$ cat src/design/dm_pkg.sv
// DMI and SBA definitions; 32-bit system bus accesses only, DMI responses always report success
package dm_pkg;

   // DMI operation codes as seen by the debug transport
   typedef enum logic [1:0] {
      DmiRead  = 2'd1,
      DmiWrite = 2'd2
   } dmi_op_e;

   typedef struct packed {
      logic [6:0]  addr;
      dmi_op_e     op;
      logic [31:0] data;
   } dmi_req_t;

   typedef struct packed {
      logic [31:0] data;
      logic [1:0]  resp;
   } dmi_rsp_t;

   localparam logic [1:0] DmiRespSuccess = 2'd0;

   // Debug module register map
   localparam logic [6:0] DmControlAddr  = 7'h10;
   localparam logic [6:0] SbcsAddr       = 7'h38;
   localparam logic [6:0] SbAddress0Addr = 7'h39;
   localparam logic [6:0] SbData0Addr    = 7'h3C;

   // Fixed SBCS capabilities
   localparam logic [2:0] SbVersion  = 3'd1;
   localparam logic [6:0] SbAsize    = 7'd32;
   localparam logic [2:0] SbAccess32 = 3'd2;

   // SBCS layout, bit 31 first
   typedef struct packed {
      logic [2:0] sbversion;
      logic [5:0] zero1;
      logic       sbbusyerror;
      logic       sbbusy;
      logic       sbreadonaddr;
      logic [2:0] sbaccess;
      logic       sbautoincrement;
      logic       sbreadondata;
      logic [2:0] sberror;
      logic [6:0] sbasize;
      logic [4:0] zero0;
   } sbcs_t;

   typedef enum logic [2:0] {
      SbErrNone    = 3'd0,
      SbErrBadAddr = 3'd2,
      SbErrBadSize = 3'd4
   } sb_err_e;

   typedef enum logic [1:0] {
      SbaSetAddr,
      SbaSetAddrRead,
      SbaWriteData,
      SbaReadNext
   } sba_cmd_e;

   typedef struct packed {
      sba_cmd_e    kind;
      logic [31:0] data;
      logic        autoinc;
      logic [2:0]  access;
   } sba_cmd_t;

   // Error is a one-cycle pulse; front end keeps the sticky copy
   typedef struct packed {
      logic        busy;
      sb_err_e     err;
      logic [31:0] addr;
      logic [31:0] rdata;
   } sba_status_t;

endpackage

$ cat src/design/dmi_front.sv
// DMI register front end; no back-pressure, one request per cycle, response always one cycle later
`timescale 1ns/10ps

module dmi_front import dm_pkg::*; (
   input  logic        clk_sys,
   input  logic        rst_i,
   input  logic        dmi_req_valid_i,
   input  dmi_req_t    dmi_req_i,
   output logic        dmi_rsp_valid_o,
   output dmi_rsp_t    dmi_rsp_o,
   output logic        sba_cmd_valid_o,
   output sba_cmd_t    sba_cmd_o,
   input  sba_status_t sba_status_i
);

   // Writable SBCS fields and DMControl
   logic       dmactive_q;
   logic       sbreadonaddr_q;
   logic [2:0] sbaccess_q;
   logic       sbautoinc_q;
   logic       sbreadondata_q;
   logic [2:0] sberror_q;
   logic       sbbusyerror_q;

   logic        rsp_valid_q;
   logic [31:0] rsp_data_q;

   logic        req_rd;
   logic        req_wr;
   logic        sb_access;
   sba_cmd_e    sb_kind;
   sbcs_t       sbcs_wr;
   sbcs_t       sbcs_rd;
   logic [31:0] rd_data;

   assign req_rd  = dmi_req_valid_i && (dmi_req_i.op == DmiRead);
   assign req_wr  = dmi_req_valid_i && (dmi_req_i.op == DmiWrite);
   assign sbcs_wr = sbcs_t'(dmi_req_i.data);

   // Which DMI accesses start a bus access
   always_comb begin
      sb_access = 1'b0;
      sb_kind   = SbaSetAddr;
      if (req_wr && dmi_req_i.addr == SbAddress0Addr) begin
         sb_access = 1'b1;
         sb_kind   = sbreadonaddr_q ? SbaSetAddrRead : SbaSetAddr;
      end else if (req_wr && dmi_req_i.addr == SbData0Addr) begin
         sb_access = 1'b1;
         sb_kind   = SbaWriteData;
      end else if (req_rd && dmi_req_i.addr == SbData0Addr && sbreadondata_q) begin
         sb_access = 1'b1;
         sb_kind   = SbaReadNext;
      end
   end

   // Refused while the engine is busy
   assign sba_cmd_valid_o   = sb_access && !sba_status_i.busy;
   assign sba_cmd_o.kind    = sb_kind;
   assign sba_cmd_o.data    = dmi_req_i.data;
   assign sba_cmd_o.autoinc = sbautoinc_q;
   assign sba_cmd_o.access  = sbaccess_q;

   // SBCS as seen by the debugger, busy taken live from the engine
   always_comb begin
      sbcs_rd                 = '0;
      sbcs_rd.sbversion       = SbVersion;
      sbcs_rd.sbbusyerror     = sbbusyerror_q;
      sbcs_rd.sbbusy          = sba_status_i.busy;
      sbcs_rd.sbreadonaddr    = sbreadonaddr_q;
      sbcs_rd.sbaccess        = sbaccess_q;
      sbcs_rd.sbautoincrement = sbautoinc_q;
      sbcs_rd.sbreadondata    = sbreadondata_q;
      sbcs_rd.sberror         = sberror_q;
      sbcs_rd.sbasize         = SbAsize;
   end

   // Read mux, also used as the response to writes
   always_comb begin
      case (dmi_req_i.addr)
         DmControlAddr:  rd_data = {31'b0, dmactive_q};
         SbcsAddr:       rd_data = sbcs_rd;
         SbAddress0Addr: rd_data = sba_status_i.addr;
         SbData0Addr:    rd_data = sba_status_i.rdata;
         default:        rd_data = '0;
      endcase
   end

   always_ff @(posedge clk_sys) begin
      if (rst_i) begin
         rsp_valid_q    <= 1'b0;
         dmactive_q     <= 1'b0;
         sbreadonaddr_q <= 1'b0;
         sbaccess_q     <= 3'd0;
         sbautoinc_q    <= 1'b0;
         sbreadondata_q <= 1'b0;
         sberror_q      <= 3'd0;
         sbbusyerror_q  <= 1'b0;
      end else begin
         rsp_valid_q <= dmi_req_valid_i;
         if (req_wr && dmi_req_i.addr == DmControlAddr) begin
            dmactive_q <= dmi_req_i.data[0];
         end
         if (req_wr && dmi_req_i.addr == SbcsAddr) begin
            sbreadonaddr_q <= sbcs_wr.sbreadonaddr;
            sbaccess_q     <= sbcs_wr.sbaccess;
            sbautoinc_q    <= sbcs_wr.sbautoincrement;
            sbreadondata_q <= sbcs_wr.sbreadondata;
         end
         // New error pulse wins over a clear in the same cycle
         if (sba_status_i.err != SbErrNone) begin
            sberror_q <= sba_status_i.err;
         end else if (req_wr && dmi_req_i.addr == SbcsAddr) begin
            sberror_q <= sberror_q & ~sbcs_wr.sberror;
         end
         if (sb_access && sba_status_i.busy) begin
            sbbusyerror_q <= 1'b1;
         end else if (req_wr && dmi_req_i.addr == SbcsAddr && sbcs_wr.sbbusyerror) begin
            sbbusyerror_q <= 1'b0;
         end
      end
   end

   always_ff @(posedge clk_sys) begin
      if (dmi_req_valid_i) begin
         rsp_data_q <= rd_data;
      end
   end

   assign dmi_rsp_valid_o = rsp_valid_q;
   assign dmi_rsp_o.data  = rsp_data_q;
   assign dmi_rsp_o.resp  = DmiRespSuccess;

endmodule

$ cat config.mk
export PLATFORM = sky130hd
export DESIGN_NAME = dmi_front
export DESIGN_NICKNAME = d
export VERILOG_FILES = /design/src/design/dm_pkg.sv /design/src/design/dmi_front.sv
export SDC_FILE = /design/constraint.sdc
export NUM_CORES = 1
export LEC_CHECK = 0
export BUFFER_PORTS_ARGS = -buffer_cell sky130_fd_sc_hd__buf_2
export CORE_MARGIN = 2
export CORE_UTILIZATION = 35
export CTS_BUF_LIST = sky130_fd_sc_hd__clkbuf_8
export CTS_CLUSTER_DIAMETER = 150
export DETAILED_ROUTE_END_ITERATION = 7
export PLACE_DENSITY = 0.74
export SLEW_MARGIN = 0
export SYNTH_ARGS = -nofsm -noshare
export SYNTH_HDL_FRONTEND = slang
export SYNTH_SLANG_ARGS = --single-unit
$ cat constraint.sdc
create_clock -name clk_sys -period 1.9 [get_ports clk_sys]
set_input_delay 0.475 -clock clk_sys [delete_from_list [all_inputs] [get_ports clk_sys]]
set_output_delay 0.475 -clock clk_sys [all_outputs]
set_load 0.1 [all_outputs]
==> out/metrics.yaml, run 1 <==
run_status:
  status: "finished, violations left"
  violations: "design-rule violations, negative setup slack"
critical_path:
  critPathMaxStageDelay_ns: 0.25
  path_max_fanout: 5
  worst_setup_path_start_kind: "primary input"
  critPathCaptureType: "primary output"
  critPathArrivalTime_ns: 1.45
  cp_slowest_cell: "nor3b_4"
  crit_type: "in -> out"
  worst-path-buf-inv: 2
  cp.required_ns: 1.42
  worstPathCellList: "buf_6 > nor3b_4 > nand2_4 > nor2_4 > a32o_4 > buf_12"
  cpLargestDelayFamily: "simple AND/OR/NAND/NOR gates"
place:
  dpl.hpwl_um: 4940
  io_buffers: 141
  dp_cells: 406
  place_congestion: 0.782
  placed_area_mm2: 0.00308
sta:
  finalSetupViolCount: 2
  slew_violations: 0
  maxSlewHeadroom: 0.492
  worst_slack_ns: -0.0277
  worst_pin_slew_ns: 0.760
  period_minus_slack_ns: 1.93
  hold_violations: 0
  fmax_ghz: 0.519
  rsz0062_at_grt: "yes"
  final.setup.tns_ns: -0.0510
  fin_skew_ns: 0.00226
  fin_crit_sh: 1.01
floorplanning:
  die_x_um: 85.7
  dieHeight_um: 85.7
  core_mm2: 0.00642
  dieArea_mm2: 0.00735
  rows: 29
  start_util: 0.364
  io_pins: 186
routing:
  drt_iter0_drc: 85
  drc_errors: 15
  drtPass1Iterations: 8
  routed_via_density: 4.85
  vias: 2014
  antenna_left: 0
  wl_um: 6220
  avgRoutedWirePerCell_um: 15.0
finish:
  multiInputGateArea_um2: 867
  stdcell_area_mm2: 0.00323
  fin_cells: 415
  drive_gt1_frac: 0.553
  n_fill_cell: 560
  regArea_mm2: 0.00120
  syn_to_final_growth_pct: 38.1
  nets: 449
  diodes: 0
cts:
  cts_inserted_buffers: 5
  clockRootBuffer: "clkbuf_8"
  insertion_delay_ns: 0.30
  clkSinkCount: 44
  cts_buffer_depth: 2
  cts_htree_levels: 2
  clk_pin_slew_worst_paths_ns: 0.09
  tritoncts: "yes"
synth:
  synth-seq-area-share: 0.514
  syn-cell-area_mm2: 0.00234
  synthFlopType: "edfxtp_1"
  ys_top_cells_by_count: "nor2_1 (36), buf_4 (35), edfxtp_1 (32), a22o_1 (18), mux2i_1 (18)"
  yosysTopAreaCell: "edfxtp_1"
  synth-edff-count: 32
  postSynthAreaPerCell_um2: 10.9
  synthesis.instances: 214
  synth-seq-cells: 44
  synth.distinct_cells: 32
  yosys_warnings: 0
  synth.top_cell.area_share: 0.411
  async_flop_share: 0
  synth_area_leaders: "edfxtp_1 (41%), buf_4 (11%), dfxtp_1 (10%), mux2i_1 (7.7%), a22o_1 (6.7%)"
  yosysMostFrequentCell: "nor2_1"
global_route:
  grtUsageTotal: 0.162
  grt-ovfl-total: 0
  antenna_found_initial: 0
  grt_pass1_vias: 1921
  grt_max_degree: 34
  grt_pass1_wl_um: 9180
pwr:
  clkPwrFrac: 0.295
  power.internal_uw: 1620
  p_total_uw: 2490
  p_sw_uw: 865
  power_density_mw_per_mm2: 770
  cellLeakagePower_uw: 0.00149
  irDropWorstVdd_mv: 0.286
  seqPwrFrac: 0.434
  netSwitchingFraction: 0.348
  p_comb_frac: 0.271
worst_hold_path:
  worstHoldPathType: "in -> reg"
run:
  drv_cap: 0
repair_timing:
action                                  in CTS  in global routing
hold endpoints to repair                     0                  0
endpoints found under the setup margin       3                  3
resized for setup                            4                  1
hold buffers                                 0                  0
buffers inserted                             1                  0
pin swaps                                    4                  2
logic make-up after synthesis:
| family | Yosys count | synth area share |
|---|---|---|
| simple gates | 57 | 0.123 |
| mux | 18 | 0.0770 |
| buf+inv | 51 | 0.149 |
| flops | 44 | 0.514 |
| compound gates | 43 | 0.136 |
| other cells | 1 | 0.00160 |
worst paths after layout:
path	from	endpoint	slack, ns	cells after the start
max	dmi_req_i[35]	sba_cmd_o[36]	-0.03	6
min	sba_status_i[65]	sberror_q[1]	0.40	2
max reg2reg	sbreadondata_q	sbbusyerror_q	0.61	6
min reg2reg	sberror_q[0]	sberror_q[0]	0.51	1
routing by layer:
layer | part of all wire | global-route usage | wire (µm)
met1 | 0.40 | 0.190 | 2500
met2 | 0.49 | 0.278 | 3060
met3 | 0.079 | 0.0423 | 491
met4 | 0.026 | 0.0707 | 163
met5 | 0 | 0 | 0
worst register-to-register path, cell delays in order, from the launching register on:
cell	delay [ns]
dfxtp_2	0.35
nand4b_1	0.14
a21oi_2	0.21
buf_4	0.13
buf_4	0.09
o2111ai_1	0.15
a21oi_1	0.17
cell type report:
| class | count | area share |
|---|---|---|
| sequential | 44 | 0.372 |
| multi-input combinational | 120 | 0.269 |
| inverter | 4 | 0.00465 |
| clock inverter | 3 | 0.0143 |
| clock buffer | 5 | 0.0213 |
| timing repair buffer | 162 | 0.289 |
| tap | 77 | 0.0298 |
power groups by stage:
stage / clock network, µW / logic, µW / registers (µW)
5_1_grt: 797 / 704 / 1080
3_3_place_gp: 0 / 668 / 1100
3_5_place_dp: 0 / 671 / 1100
2_1_floorplan: 0 / 421 / 1390
6_report: 733 / 674 / 1080
4_1_cts: 763 / 677 / 1080
flip-flops by register name, summed over array words and instances (netlist names):
register         flops
sbreadondata_q       1
dmi_rsp_valid_o      1
rsp_data_q          32
sberror_q            3
sbautoinc_q          1
sbbusyerror_q        1
sbreadonaddr_q       1
sbaccess_q           3
dmactive_q           1
stage by stage:
| step | util | hold WS [ns] | setup WS (ns) |
|---|---|---|---|
| after floorplan | - | 0.454 | -0.360 |
| after global placement | 0.480 | 0.468 | -0.0536 |
| after detailed placement | 0.480 | 0.489 | -0.0775 |
| after CTS | 0.502 | 0.387 | -0.0504 |
| after global routing | 0.503 | 0.397 | -0.0631 |
| final | 0.503 | 0.397 | -0.0277 |
cell usage in the layout, fill, tap and decap left out, types with 3 or more instances in the layout:
master	synthesis	routed
buf_12	1	3
clkbuf_8	0	5
nor2_2	0	3
inv_1	4	4
dfxtp_1	12	11
a22o_1	18	18
a21oi_1	17	16
edfxtp_1	32	32
buf_2	7	134
a32o_1	4	3
buf_6	0	4
mux2i_1	18	18
nor2_1	36	32
buf_4	35	21
No activity file was read; power rests on OpenSTA's default activity.
==> run 2, diff against run 1 <==
--- a/config.mk
+++ b/config.mk
@@ -5,13 +5,14 @@
 export SDC_FILE = /design/constraint.sdc
 export NUM_CORES = 1
 export LEC_CHECK = 0
+export ABC_CLOCK_PERIOD_IN_PS = 1900
 export BUFFER_PORTS_ARGS = -buffer_cell sky130_fd_sc_hd__buf_2
 export CORE_MARGIN = 2
-export CORE_UTILIZATION = 35
+export CORE_UTILIZATION = 30
 export CTS_BUF_LIST = sky130_fd_sc_hd__clkbuf_8
 export CTS_CLUSTER_DIAMETER = 150
 export DETAILED_ROUTE_END_ITERATION = 7
-export PLACE_DENSITY = 0.74
+export PLACE_DENSITY = 0.62
 export SLEW_MARGIN = 0
 export SYNTH_ARGS = -nofsm -noshare
 export SYNTH_HDL_FRONTEND = slang
==> run 2 against run 1 <==
The flow finishes with violations (negative setup slack). Via count hardly changed. First-iteration DRC count fell by 5.9%. Setup slack hardly changed. Maximum frequency about the same. Final cell count rose by 7.0%. Worst hold slack improved by 0.0094 ns. Global-route usage fell by 1.8 points. Clock-buffer cell count did not move. Critical path type unchanged. Critical endpoint unchanged. Largest cell class unchanged.
==> out/metrics.yaml, run 2 (synthesis gave the netlist of run 1 again) <==
sta:
  hold_slack_ns: 0.406
  worst_pin_slew_ns: 0.700
  hold_violations: 0
  maxSlewHeadroom: 0.532
  finalSetupViolCount: 2
  slew_violations: 0
  worst_slack_ns: -0.0278
  fmax_ghz: 0.519
  fin_crit_sh: 1.01
  rsz0062_at_grt: "yes"
  fin_skew_ns: 0.00476
  period_minus_slack_ns: 1.93
global_route:
  grt.met2_usage: 0.243
  grt-ovfl-total: 0
  grt_use_met3: 0.0399
  grt_max_degree: 33
  antenna_found_initial: 0
  grtUsageTotal: 0.144
  grt_pass1_wl_um: 9490
  grt_pass1_vias: 1899
  use_met1: 0.173
  top_usage_layer: "met2"
cts:
  holdBufCountCts: 0
  clockRootBuffer: "clkbuf_8"
  clkSinkCount: 44
  tritoncts: "yes"
  cts_buffer_depth: 2
  cts_inserted_buffers: 5
  clk_pin_slew_worst_paths_ns: 0.09
  cts_htree_levels: 2
  insertion_delay_ns: 0.29
floorplanning:
  start_util: 0.306
  dieArea_mm2: 0.00852
  dieHeight_um: 92.3
  io_pins: 186
  rows: 32
  core_mm2: 0.00765
  die_x_um: 92.3
critical_path:
  cp_slowest_cell: "nor3b_4"
  rrSetupSlack_ns: 0.60
  timing.rr.start: "sbreadondata_q"
  cp.required_ns: 1.42
  critPathCaptureType: "primary output"
  path_max_fanout: 5
  crit_path_start: "dmi_req_i[35]"
  worst_setup_path_start_kind: "primary input"
  worstPathCellList: "buf_6 > nor3b_4 > nand2_4 > nor2_4 > a32o_4 > buf_12"
  critPathMaxStageDelay_ns: 0.23
  cpLargestDelayFamily: "simple AND/OR/NAND/NOR gates"
  worst-path-buf-inv: 2
  crit_type: "in -> out"
  critPathArrivalTime_ns: 1.45
pwr:
  p_sw_uw: 843
  power.internal_uw: 1610
  irDropWorstVdd_mv: 0.262
  power_density_mw_per_mm2: 747
  cellLeakagePower_uw: 0.00151
  seqPwrFrac: 0.439
  netSwitchingFraction: 0.343
  p_comb_frac: 0.277
  clkPwrFrac: 0.285
  p_total_uw: 2460
place:
  dpl.hpwl_um: 5050
  io_buffers: 141
  place_congestion: 0.772
  placed_area_mm2: 0.00311
routing:
  drtPass1Iterations: 4
  antenna_left: 0
  vias: 2012
  avgRoutedWirePerCell_um: 14.3
  routed_via_density: 4.53
  drt_iter0_drc: 80
  wl_um: 6360
  drc_errors: 0
finish:
  largest_register_ffs: 32
  top_register: "rsp_data_q"
  diodes: 0
  drive_gt1_frac: 0.556
  syn_to_final_growth_pct: 40.6
  final_common_cell: "buf_2"
  stdcell_area_mm2: 0.00329
  nets: 453
  largestRegisters: "rsp_data_q (32), sbaccess_q (3), sberror_q (3)"
  most-common-layout-cells: "buf_2 (134), nor2_1 (32), edfxtp_1 (32), buf_4 (25)"
worst_hold_path:
  worstHoldStart: "sba_status_i[65]"
  worstHoldPathType: "in -> reg"
run_status:
  violations: "negative setup slack"
  status: "finished, violations left"
run:
  drv_cap: 0
run 2: worst reg2reg max path, delay by kind of cell (launching register included):
family,cells,cell delay [ns]
AO/OA/AOI/OAI,3,0.37
AND/OR/NAND/NOR,1,0.12
buffers and inverters,3,0.38
flip-flops,1,0.33
run 2: timing repair:
item                       4_1_cts  5_1_grt
buffers inserted                 2        3
resized for setup                3        3
setup endpoints to repair        3        3
pin swaps                        4        3
run 2: area by class of cell:
class / count / area, µm²
Fill cell: 748 / 4360
Sequential cell: 44 / 1200
Timing Repair Buffer: 166 / 963
Multi-Input combinational cell: 120 / 872
Tap cell: 102 / 128
Clock buffer: 5 / 68.8
Clock inverter: 3 / 38.8
Inverter: 4 / 15.0
run 2: routing by layer:
| metal | vias up | wire (µm) |
|---|---|---|
| met1 | 909 | 2690 |
| met5 | - | 0 |
| li1 | 989 | - |
| met3 | 20 | 525 |
| met2 | 94 | 3010 |
| met4 | 0 | 137 |
run 2: path summary, 6_finish.rpt:
check | to | cells past startpoint
setup / recovery | sba_cmd_o[36] | 6
hold / removal | sberror_q[1] | 2
setup reg to reg | sbbusyerror_q | 7
hold reg to reg | dmactive_q | 2
run 2: metrics by stage:
stage	std cells	setup slack, ns	util	setup TNS, ns
after floorplan	215	-0.360	-	-0.798
after global placement	431	-0.0272	0.407	-0.0728
after detailed placement	431	-0.0458	0.407	-0.119
after CTS	441	-0.0283	0.425	-0.0283
after global routing	444	-0.0808	0.430	-0.187
final	444	-0.0278	0.430	-0.0300
run 2: power by group through the flow:
| stage | logic, µW | registers (µW) | clock network, µW |
|---|---|---|---|
| 6_report | 680 | 1080 | 699 |
| 5_1_grt | 709 | 1080 | 762 |
| 4_1_cts | 679 | 1080 | 722 |
| 3_5_place_dp | 673 | 1100 | 0 |
| 3_3_place_gp | 670 | 1100 | 0 |
| 2_1_floorplan | 421 | 1390 | 0 |
