==> src/design/dm_pkg.sv <==
// DMI and SBA definitions; 32-bit system bus accesses only, DMI responses always report success
package dm_pkg;

   // DMI operation codes as seen by the debug transport
   typedef enum logic [1:0] {
      DmiRead  = 2'd1,
      DmiWrite = 2'd2
   } dmi_op_e;

   typedef struct packed {
      logic [6:0]  addr;
      dmi_op_e     op;
      logic [31:0] data;
   } dmi_req_t;

   typedef struct packed {
      logic [31:0] data;
      logic [1:0]  resp;
   } dmi_rsp_t;

   localparam logic [1:0] DmiRespSuccess = 2'd0;

   // Debug module register map
   localparam logic [6:0] DmControlAddr  = 7'h10;
   localparam logic [6:0] SbcsAddr       = 7'h38;
   localparam logic [6:0] SbAddress0Addr = 7'h39;
   localparam logic [6:0] SbData0Addr    = 7'h3C;

   // Fixed SBCS capabilities
   localparam logic [2:0] SbVersion  = 3'd1;
   localparam logic [6:0] SbAsize    = 7'd32;
   localparam logic [2:0] SbAccess32 = 3'd2;

   // SBCS layout, bit 31 first
   typedef struct packed {
      logic [2:0] sbversion;
      logic [5:0] zero1;
      logic       sbbusyerror;
      logic       sbbusy;
      logic       sbreadonaddr;
      logic [2:0] sbaccess;
      logic       sbautoincrement;
      logic       sbreadondata;
      logic [2:0] sberror;
      logic [6:0] sbasize;
      logic [4:0] zero0;
   } sbcs_t;

   typedef enum logic [2:0] {
      SbErrNone    = 3'd0,
      SbErrBadAddr = 3'd2,
      SbErrBadSize = 3'd4
   } sb_err_e;

   typedef enum logic [1:0] {
      SbaSetAddr,
      SbaSetAddrRead,
      SbaWriteData,
      SbaReadNext
   } sba_cmd_e;

   typedef struct packed {
      sba_cmd_e    kind;
      logic [31:0] data;
      logic        autoinc;
      logic [2:0]  access;
   } sba_cmd_t;

   // Error is a one-cycle pulse; front end keeps the sticky copy
   typedef struct packed {
      logic        busy;
      sb_err_e     err;
      logic [31:0] addr;
      logic [31:0] rdata;
   } sba_status_t;

endpackage

==> src/design/sysbus_pkg.sv <==
// System bus types; one word per access, fixed one-cycle slave latency, no byte enables
package sysbus_pkg;

   // Memory geometry, MemWords must equal 2**MemAddrBits
   localparam int MemWords    = 256;
   localparam int MemAddrBits = 8;

   // Byte offset bits within a 32-bit word
   localparam int ByteOffBits = 2;

   // Address is a byte address, low two bits ignored by the slave
   typedef struct packed {
      logic        we;
      logic [31:0] addr;
      logic [31:0] wdata;
   } sbus_req_t;

   typedef struct packed {
      logic [31:0] rdata;
      logic        err;
   } sbus_rsp_t;

endpackage

==> src/design/sba_engine.sv <==
// Bus access engine; one transaction at a time, commands accepted only while idle, 32-bit only
`timescale 1ns/10ps

module sba_engine import dm_pkg::*, sysbus_pkg::*; (
   input  logic        clk_sys,
   input  logic        rst_i,
   input  logic        sba_cmd_valid_i,
   input  sba_cmd_t    sba_cmd_i,
   output sba_status_t sba_status_o,
   output logic        bus_req_valid_o,
   output sbus_req_t   bus_req_o,
   input  logic        bus_rsp_valid_i,
   input  sbus_rsp_t   bus_rsp_i
);

   typedef enum logic [1:0] {
      StIdle,
      StReq,
      StWait,
      StDone
   } state_e;

   state_e      state_q;
   sb_err_e     err_q;
   logic [31:0] addr_q;
   logic [31:0] data_q;
   logic        we_q;
   logic        autoinc_q;

   logic cmd_take;
   logic cmd_bus;
   logic size_ok;

   assign cmd_take = sba_cmd_valid_i && (state_q == StIdle);
   // Only a plain address load stays off the bus
   assign cmd_bus  = (sba_cmd_i.kind != SbaSetAddr);
   assign size_ok  = (sba_cmd_i.access == SbAccess32);

   always_ff @(posedge clk_sys) begin
      if (rst_i) begin
         state_q <= StIdle;
         err_q   <= SbErrNone;
         addr_q  <= '0;
         data_q  <= '0;
      end else begin
         err_q <= SbErrNone;
         case (state_q)
            StIdle: begin
               if (cmd_take) begin
                  if (sba_cmd_i.kind == SbaSetAddr || sba_cmd_i.kind == SbaSetAddrRead) begin
                     addr_q <= sba_cmd_i.data;
                  end
                  if (sba_cmd_i.kind == SbaWriteData) begin
                     data_q <= sba_cmd_i.data;
                  end
                  if (cmd_bus) begin
                     if (size_ok) begin
                        state_q <= StReq;
                     end else begin
                        err_q <= SbErrBadSize;
                     end
                  end
               end
            end
            StReq: begin
               state_q <= StWait;
            end
            StWait: begin
               if (bus_rsp_valid_i) begin
                  if (bus_rsp_i.err) begin
                     err_q <= SbErrBadAddr;
                  end else begin
                     if (!we_q) begin
                        data_q <= bus_rsp_i.rdata;
                     end
                     // Step to the next word only on success
                     if (autoinc_q) begin
                        addr_q <= addr_q + 32'd4;
                     end
                  end
                  state_q <= StDone;
               end
            end
            default: begin
               state_q <= StIdle;
            end
         endcase
      end
   end

   // Access attributes of the transaction in flight
   always_ff @(posedge clk_sys) begin
      if (cmd_take) begin
         we_q      <= (sba_cmd_i.kind == SbaWriteData);
         autoinc_q <= sba_cmd_i.autoinc;
      end
   end

   assign bus_req_valid_o = (state_q == StReq);
   assign bus_req_o.we    = we_q;
   assign bus_req_o.addr  = addr_q;
   assign bus_req_o.wdata = data_q;

   assign sba_status_o.busy  = (state_q != StIdle);
   assign sba_status_o.err   = err_q;
   assign sba_status_o.addr  = addr_q;
   assign sba_status_o.rdata = data_q;

endmodule

==> config.mk <==
export PLATFORM = sky130hd
export DESIGN_NAME = sba_engine
export DESIGN_NICKNAME = d
export VERILOG_FILES = /design/src/design/dm_pkg.sv /design/src/design/sysbus_pkg.sv /design/src/design/sba_engine.sv
export SDC_FILE = /design/constraint.sdc
export NUM_CORES = 1
export LEC_CHECK = 0
export BUFFER_PORTS_ARGS = -buffer_cell sky130_fd_sc_hd__buf_2
export CORE_MARGIN = 2
export CORE_UTILIZATION = 44
export CTS_CLUSTER_SIZE = 30
export DETAILED_ROUTE_END_ITERATION = 6
export GPL_ROUTABILITY_DRIVEN = 0
export GPL_TIMING_DRIVEN = 0
export PLACE_DENSITY = 0.77
export SYNTH_ARGS = -nofsm -noshare
export SYNTH_HDL_FRONTEND = slang
export SYNTH_SLANG_ARGS = --single-unit
==> constraint.sdc <==
create_clock -name clk_sys -period 4.85 [get_ports clk_sys]
set_input_delay 0.7275 -clock clk_sys [delete_from_list [all_inputs] [get_ports clk_sys]]
set_output_delay 0.7275 -clock clk_sys [all_outputs]
set_load 0.03 [all_outputs]
==> results.sh, run 1 <==
export IMPL_die_w_um=102
export IMPL_worstSetupStartpointType="flop"
export IMPL_synth_top_area_share_pct=32.2
export IMPL_synth_area_leader_cell="dfxtp_1"
export IMPL_maxCapViolCount=0
export IMPL_power_share_clock_pct=11.6
export IMPL_numCtsBuffers=9
export IMPL_place_port_buffers=207
export IMPL_nets=814
export IMPL_rsz0062_at_grt="no"
export IMPL_cp_slowest_cell="clkbuf_1"
export IMPL_drt_iter0_markers=486
export IMPL_synth_area_leaders="dfxtp_1, buf_4, a211oi_1"
export IMPL_dieArea_um2=10400
export IMPL_wl_per_cell_um=17.5
export IMPL_relSlewSlack_pct=33.3
export IMPL_clockBufferDepth=2
export IMPL_post_route_drc_count=0
export IMPL_cts_resized=0
export IMPL_synth_flop_cell="dfxtp_1"
export IMPL_grt_max_degree=14
export IMPL_num_vias=4893
export IMPL_synth_cell_area_um2=4220
export IMPL_synth_most_common_cell="dfxtp_1"
export IMPL_synth_edf_count=2
export IMPL_cts_clk_slew_worst_paths_ns=0.08
export IMPL_grt_pass1_vias=4321
export IMPL_sw_frac_of_total_pct=53.5
export IMPL_pwr_share_seq_pct=25.7
export IMPL_outcome="completed"
export IMPL_fillers=856
export IMPL_clock_sinks=70
export IMPL_wl_mm=15.2
export IMPL_synth_nets=596
export IMPL_maxSlewViolCount=0
export IMPL_power_density_nw_per_um2=741
export IMPL_yosysSeqAreaShare_pct=33.6
export IMPL_io_pin_count=209
export IMPL_drive_gt1_share_pct=43.0
export IMPL_path_max_fanout=10
export IMPL_max_vdd_ir_drop_mv=0.288
export IMPL_crit_family="buffers and inverters"
export IMPL_finalHoldViolations=0
export IMPL_start_util_pct=45.5
export IMPL_avgSynthCellArea_um2=8.17
export IMPL_synthToLayoutAreaGrowth_pct=33.1
export IMPL_holdWs_ns=0.516
export IMPL_rows=35
export IMPL_power_share_combinational_pct=62.7
export IMPL_clockRootBuffer="clkbuf_8"
export IMPL_grt_antenna_before_repair=0
export IMPL_synth_seq_cells=70
export IMPL_p_int_uw=1940
export IMPL_firstDrtPassIters=6
export IMPL_grt_overflow_total=0
export IMPL_synthCells=517
export IMPL_core_area_um2=9280
export IMPL_insertion_delay_ns=0.36
export IMPL_finalCritPeriodShare_pct=56.3
export IMPL_async_reset_ff_share_pct=0
export IMPL_fin_cells=870
export IMPL_critPathBufInv=4
export IMPL_grt_use_total_pct=27.7
export IMPL_power_switching_uw=2230
export IMPL_holdBufCountCts=0
export IMPL_antenna_left=0
export IMPL_setup_viol=0
export IMPL_p_leak_uw=0.00263
export IMPL_fmax_ghz=0.366
export IMPL_skew_ns=0.00706
export IMPL_cp_end_kind="flop"
export IMPL_setup_tns_ns=0
export IMPL_crit_path_cell_trace="inv_1 -> ha_1 -> buf_2 -> nand4b_1 -> a22o_1 -> clkbuf_1 -> clkbuf_1 -> o21ai_0 -> a21oi_1"
export IMPL_path_class="flop to flop"
export IMPL_cts_setup_buffers=0
export IMPL_cts_tree="yes"
export IMPL_die_h_um=102
export IMPL_dp_hpwl_mm=11.5
export IMPL_yosysWarnings=0
export IMPL_htreeDepth=3
export IMPL_tightest_slew_ns=0.999
export IMPL_via_per_inst=5.62
export IMPL_slowest_delay_ns=0.55
export IMPL_hold_path_class="flop to flop"
export IMPL_min_period_ns=2.73
export IMPL_grt_pass1_wl_mm=22.2
export IMPL_final_util_pct=60.6
export IMPL_critPathArrivalTime_ns=3.01
export IMPL_placedCellCount=853
export IMPL_required_ns=5.13
export IMPL_synthTopCellsByCount="dfxtp_1, buf_4, nor2_1, a211oi_1, a21oi_1"
export IMPL_path_common_cell="clkbuf_1"
export IMPL_yosys_cell_types_count=59
-- layout make-up --
type	instances	area [um2]	area share, %
inverters	6	22.5	0.401
well taps	129	161	2.87
clock inverters	7	73.8	1.31
clock buffers	9	124	2.20
repair buffers	207	1040	18.4
plain buffers	105	662	11.8
flip-flops and latches	70	1420	25.3
multi-input cells	336	2120	37.7
diodes	1	2.50	0.0445
-- state kept, by name, summed over array words and instances, names as in the netlist --
| register | flops |
|---|---|
| state_q | 2 |
| addr_q | 32 |
| autoinc_q | 1 |
| we_q | 1 |
| data_q | 32 |
| err_q | 2 |
-- cells by family after synthesis --
family / synth area share [%]
muxes: 5.24
buffers and inverters: 16.2
DFF: 33.6
adders and majority gates: 1.18
other: 0.0888
AOI/OAI and AO/OA: 23.7
and+or+nand+nor: 19.9
-- layer usage --
| layer | up-vias | global-route usage, % | wire [um] |
|---|---|---|---|
| met5 | - | 0 | 0 |
| li1 | 2252 | - | - |
| met1 | 2255 | 34.2 | 5760 |
| met3 | 61 | 5.81 | 1630 |
| met4 | 0 | 12.0 | 535 |
| met2 | 325 | 46.7 | 7280 |
-- path summary, 6_finish.rpt --
check	startpoint	to	slack, ns	depth (start not counted)
max	state_q[0]	addr_q[28]	2.12	9
min	data_q[21]	data_q[21]	0.52	2
max reg2reg	state_q[0]	addr_q[28]	2.12	9
min reg2reg	data_q[21]	data_q[21]	0.52	2
-- worst min-delay path, cell delays in order, from the launching register on --
cell and delay (ns):
dfxtp_1 0.33, nor2_1 0.10, a211oi_1 0.05
-- stage by stage --
step	area, um2	power [uW]	worst slack, ns
detailed placement	5420	3670	2.02
finish	5620	4160	2.12
floorplan	4220	2920	2.66
global route	5620	4380	2.06
global placement	5420	3610	2.10
CTS	5620	4140	2.24
-- power groups by stage --
stage	logic, uW	registers, uW	clock network (uW)
after global placement	2550	1060	0
after floorplan	1480	1440	0
after global routing	2770	1100	505
after CTS	2590	1070	481
final	2610	1070	482
after detailed placement	2590	1080	0
-- placed cells by master (no fill, tap or decap), types with 14 or more instances in the layout --
cell type	n
mux2i_1	21
buf_4	67
nand2_1	30
a211oi_1	41
nor2b_1	14
o21ai_0	18
buf_2	220
nor2_1	46
a21oi_1	41
clkbuf_1	21
dfxtp_1	68
(Power assumes the default switching activity.)
==> run 2: changes to the inputs <==
--- a/config.mk
+++ b/config.mk
@@ -7,7 +7,7 @@
 export LEC_CHECK = 0
 export BUFFER_PORTS_ARGS = -buffer_cell sky130_fd_sc_hd__buf_2
 export CORE_MARGIN = 2
-export CORE_UTILIZATION = 44
+export CORE_UTILIZATION = 42
 export CTS_CLUSTER_SIZE = 30
 export DETAILED_ROUTE_END_ITERATION = 6
 export GPL_ROUTABILITY_DRIVEN = 0
==> constraint.sdc (replaced) <==
create_clock -name clk_sys -period 2.22 [get_ports clk_sys]
set_input_delay 0.333 -clock clk_sys [delete_from_list [all_inputs] [get_ports clk_sys]]
set_output_delay 0.333 -clock clk_sys [all_outputs]
set_load 0.03 [all_outputs]
==> run 2 against run 1 <==
Compared with the run above: non-clock buffer count grew 6; maximum frequency grew 28%; clock skew grew 0.0039 ns; worst setup slack lost 2.0 ns; first-iteration DRC count grew 17%; clock-buffer cell count grew 4; critical path type unchanged; die area grew 4.6%; highest routed layer unchanged; hold slack lost 0.37 ns; register-to-register slack lost 2.0 ns; routed wire length grew 1.8%; largest power group unchanged; core utilization shrank 1.4 points.
==> results.sh, run 2 (synthesis gave the netlist of run 1 again) <==
export IMPL_outcome="completed"
export IMPL_grt_max_degree=12
export IMPL_path_class="flop to flop"
export IMPL_synthToLayoutAreaGrowth_pct=36.8
export IMPL_cts_tree="yes"
export IMPL_critPathArrivalTime_ns=2.42
export IMPL_core_area_um2=9770
export IMPL_cp_end_kind="flop"
export IMPL_power_share_combinational_pct=63.9
export IMPL_placed_area_um2=5430
export IMPL_final_common_cell="buf_2"
export IMPL_top_regs="addr_q (32), data_q (32)"
export IMPL_firstDrtPassIters=7
export IMPL_maxSlewViolCount=0
export IMPL_dp_hpwl_mm=11.5
export IMPL_htreeDepth=3
export IMPL_maxCapViolCount=0
export IMPL_antenna_left=0
export IMPL_p_int_uw=4420
export IMPL_post_route_drc_count=0
export IMPL_insertion_delay_ns=0.36
export IMPL_r2r_start="addr_q[6]"
export IMPL_drt_iter0_markers=570
export IMPL_startpoint="addr_q[6]"
export IMPL_wl_mm=15.5
export IMPL_die_h_um=104
export IMPL_dieArea_um2=10900
export IMPL_most_common_layout_cells="buf_2, buf_4, dfxtp_1"
export IMPL_via_per_inst=5.59
export IMPL_numCtsBuffers=9
export IMPL_rows=36
export IMPL_clockRootBuffer="clkbuf_8"
export IMPL_power_density_nw_per_um2=1620
export IMPL_clock_sinks=70
export IMPL_grt_overflow_total=0
export IMPL_required_ns=2.51
export IMPL_grt_pass1_vias=4505
export IMPL_io_pin_count=209
export IMPL_power_switching_uw=4920
export IMPL_tightest_slew_ns=0.721
export IMPL_sw_frac_of_total_pct=52.7
export IMPL_wl_per_cell_um=17.6
export IMPL_path_max_fanout=8
export IMPL_diodes=0
export IMPL_skew_ns=0.0109
export IMPL_grt_use_total_pct=27.5
export IMPL_min_period_ns=2.14
export IMPL_start_util_pct=43.2
export IMPL_finalPower_uw=9340
export IMPL_place_port_buffers=207
export IMPL_grt_pass1_wl_mm=23.8
export IMPL_cts_clk_slew_worst_paths_ns=0.08
export IMPL_max_vdd_ir_drop_mv=0.606
export IMPL_p_leak_uw=0.00274
export IMPL_num_vias=4911
export IMPL_power_share_clock_pct=11.1
export IMPL_finalHoldViolations=0
export IMPL_reg2reg_slack_ns=0.08
export IMPL_grt_antenna_before_repair=0
export IMPL_fillers=884
export IMPL_worstSetupStartpointType="flop"
export IMPL_setup_viol=0
export IMPL_drive_gt1_share_pct=46.0
export IMPL_holdBufCountCts=0
export IMPL_pwr_share_seq_pct=25.0
export IMPL_relSlewSlack_pct=51.9
export IMPL_die_w_um=104
export IMPL_finalInstanceArea_um2=5780
export IMPL_min_delay_start="sba_cmd_i[3]"
export IMPL_fmax_ghz=0.468
export IMPL_hold_path_class="input pin to flop"
export IMPL_finalCritPeriodShare_pct=96.2
export IMPL_nets=820
export IMPL_setup_tns_ns=0
export IMPL_clockBufferDepth=2
export IMPL_rsz0062_at_grt="yes"
==> run 2: changes by cell type in the layout (fill, tap and decap cells not counted), sizes merged <==
cell      delta
bufinv       -1
clkbuf       +9
diode        -1
clkinvlp     -2
buf          +1
inv          -1
==> run 2: area by class of cell <==
cell class	count	area, um2	share of cell area (%)
clock buffer	13	180	3.12
multi-input combinational	336	2180	37.7
tap	133	166	2.88
timing repair buffer	213	1090	18.9
buffer	105	697	12.1
clock inverter	3	15.0	0.260
sequential	70	1430	24.7
inverter	6	22.5	0.390
==> run 2: final timing paths <==
path | end | depth (start not counted)
worst min-delay path | autoinc_q | 1
worst min register to register | data_q[30] | 2
worst max-delay path | addr_q[30] | 6
worst max register to register | addr_q[30] | 6
==> run 2: repair_timing <==
item / in CTS / in global routing
endpoints found under the setup margin: 59 / 61
buffers inserted: 0 / 6
cloned: 0 / 0
pin swaps: 0 / 5
resized for setup: 11 / 29
==> run 2: per-stage QoR <==
stage / hold slack, ns / utilization [%] / std cells / setup WS (ns)
2_1_floorplan: 0.428 / - / 517 / 0.0337
3_3_place_gp: 0.496 / 55.5 / 857 / -0.241
3_5_place_dp: 0.504 / 55.5 / 857 / -0.313
4_1_cts: 0.140 / 57.8 / 873 / 0.00539
5_1_grt: 0.137 / 59.1 / 879 / -0.0344
6_report: 0.149 / 59.1 / 879 / 0.0850
==> run 2: power by group through the flow <==
stage | registers [uW] | logic, uW | clock network, uW
global route | 2420 | 6300 | 1090
CTS | 2320 | 5720 | 1040
global placement | 2310 | 5570 | 0
finish | 2340 | 5970 | 1030
floorplan | 3150 | 3230 | 0
detailed placement | 2350 | 5660 | 0
==> run 2: layer usage <==
layer  global-route usage (%)  part of all wire (%)  routed length, um
met2                     45.8                    47               7340
met4                     13.6                   4.2                652
met1                     34.0                    38               5890
met3                     5.14                    10               1610
met5                        0                     0                  0
==> run 2: worst max-delay path: stages, from the launching register on <==
cell and delay [ns]:
dfxtp_1 0.35, buf_4 0.16, nand4_1 0.28, or4_4 0.67, o31ai_1 0.29, a21oi_1 0.12
a211oi_2 0.19
==> run 3: changes to the inputs <==
--- a/config.mk
+++ b/config.mk
@@ -5,8 +5,7 @@
 export SDC_FILE = /design/constraint.sdc
 export NUM_CORES = 1
 export LEC_CHECK = 0
-export BUFFER_PORTS_ARGS = -buffer_cell sky130_fd_sc_hd__buf_2
-export CORE_MARGIN = 2
+export BUFFER_PORTS_ARGS = -buffer_cell sky130_fd_sc_hd__clkbuf_2
 export CORE_UTILIZATION = 42
 export CTS_CLUSTER_SIZE = 30
 export DETAILED_ROUTE_END_ITERATION = 6
==> run 3 against run 2 <==
Compared with the run above: worst setup slack worse by 0.042 ns; power down 1.2%; first-iteration DRC count up 13%; flip-flop and latch count unchanged; register-to-register slack worse by 0.04 ns; largest power group unchanged; clock power down 5%; die area down 3.8%; routed wire length down 1.2%.
==> results.sh, run 3 (synthesis gave the netlist of run 1 again) <==
export IMPL_critPathArrivalTime_ns=2.46
export IMPL_antenna_left=0
export IMPL_drt_iter0_markers=644
export IMPL_wl_per_cell_um=17.4
export IMPL_nets=819
export IMPL_dieArea_um2=10500
export IMPL_grt_max_degree=14
export IMPL_holdBufCountCts=0
export IMPL_maxSlewViolCount=0
export IMPL_setup_viol=0
export IMPL_numCtsBuffers=9
export IMPL_diodes=0
export IMPL_cts_clk_slew_worst_paths_ns=0.08
export IMPL_rows=36
export IMPL_die_h_um=102
export IMPL_io_pin_count=209
export IMPL_worst_slack_ns=0.0428
export IMPL_use_met3_pct=5.61
export IMPL_finalPower_uw=9220
export IMPL_place_port_buffers=207
export IMPL_top_regs="addr_q (32), data_q (32)"
export IMPL_grt_overflow_total=0
export IMPL_fmax_ghz=0.459
export IMPL_most_common_layout_cells="clkbuf_2, buf_4, dfxtp_1"
export IMPL_clockRootBuffer="clkbuf_8"
export IMPL_dp_slack_ns=-0.302
export IMPL_cp_end_kind="flop"
export IMPL_fillers=896
export IMPL_grt_pass1_wl_mm=22.1
export IMPL_p_leak_uw=0.00263
export IMPL_die_w_um=102
export IMPL_core_area_um2=9770
export IMPL_htreeDepth=3
export IMPL_finalHoldViolations=0
export IMPL_maxCapViolCount=0
export IMPL_path_max_fanout=9
export IMPL_wl_mm=15.3
export IMPL_firstDrtPassIters=5
export IMPL_dp_hpwl_mm=11.4
export IMPL_max_vdd_ir_drop_mv=0.677
export IMPL_use_met1_pct=33.9
export IMPL_final_util_pct=58.6
export IMPL_worstSetupStartpointType="flop"
export IMPL_num_vias=4957
export IMPL_grt_use_total_pct=28.0
export IMPL_synthToLayoutAreaGrowth_pct=35.6
export IMPL_via_per_inst=5.65
export IMPL_post_route_drc_count=0
export IMPL_path_class="flop to flop"
export IMPL_final_common_cell="clkbuf_2"
export IMPL_start_util_pct=43.2
export IMPL_required_ns=2.50
export IMPL_grt_util_met2_pct=47.2
export IMPL_hold_path_class="input pin to flop"
export IMPL_grt_busiest_layer="met2"
export IMPL_cts_tree="yes"
export IMPL_grt_antenna_before_repair=0
export IMPL_outcome="completed"
export IMPL_clockBufferDepth=2
export IMPL_insertion_delay_ns=0.37
export IMPL_skew_ns=0.0158
export IMPL_relSlewSlack_pct=51.2
export IMPL_finalCritPeriodShare_pct=98.1
export IMPL_min_period_ns=2.18
export IMPL_drive_gt1_share_pct=45.5
export IMPL_power_density_nw_per_um2=1610
export IMPL_grt_pass1_vias=4415
export IMPL_tightest_slew_ns=0.731
export IMPL_clock_sinks=70
export IMPL_setup_tns_ns=0
-- run 3: cell types whose count changed in the layout (fill, tap and decap cells not counted), moves of 2 or more --
cell,previous run,this run
clkbuf_2,4,212
clkinv_4,0,2
buf_2,217,9
dfxtp_1,63,66
clkinvlp_4,0,2
dfxtp_2,5,2
clkinv_2,3,1
-- run 3: path summary, 6_finish.rpt --
path	to	start	slack, ns	cells after the start
worst max-delay path	addr_q[30]	addr_q[2]	0.04	6
worst max register to register	addr_q[30]	addr_q[2]	0.04	6
worst min register to register	data_q[25]	data_q[25]	0.52	2
worst min-delay path	autoinc_q	sba_cmd_i[3]	0.15	1
-- run 3: critical path: stages, from the launching register on --
cell      delay (ns)
dfxtp_2         0.44
ha_2            0.26
nand3_4         0.16
or4_4           0.63
o31ai_1         0.27
a21oi_1         0.14
a211oi_2        0.20
-- run 3: layout make-up --
type                            count  area (um2)  share of cell area, %
Clock inverter                      6        46.3                  0.808
Tap cell                          133         166                   2.90
Timing Repair Buffer              212        1070                   18.7
Sequential cell                    70        1420                   24.9
Inverter                            6        22.5                  0.393
Buffer                            105         701                   12.2
Multi-Input combinational cell    336        2160                   37.7
Clock buffer                       10         138                   2.40
-- run 3: repair_timing --
item,CTS,global route
endpoints found under the setup margin,58,55
gates cloned,0,0
pin swaps,1,3
resized for setup,11,26
endpoints found under the hold margin,0,0
buffers inserted,2,3
-- run 3: routing by layer --
metal  wire length, um  part of all wire (%)
met1              5760                    38
met3              1660                    11
met2              7360                    48
met4               519                   3.4
met5                 0                     0
-- run 3: stage by stage --
| step | cells | hold slack (ns) | instance area [um2] |
|---|---|---|---|
| after floorplan | 517 | 0.428 | 4220 |
| after global placement | 857 | 0.498 | 5430 |
| after detailed placement | 857 | 0.507 | 5430 |
| after CTS | 875 | 0.146 | 5650 |
| after global routing | 878 | 0.143 | 5730 |
| final | 878 | 0.150 | 5730 |
-- run 3: power by group --
group	switching, uW	internal [uW]	leakage, uW	total (uW)
registers	588	1770	0.000580	2360
logic	3830	2050	0.00197	5880
clock network	542	441	0.0000889	983
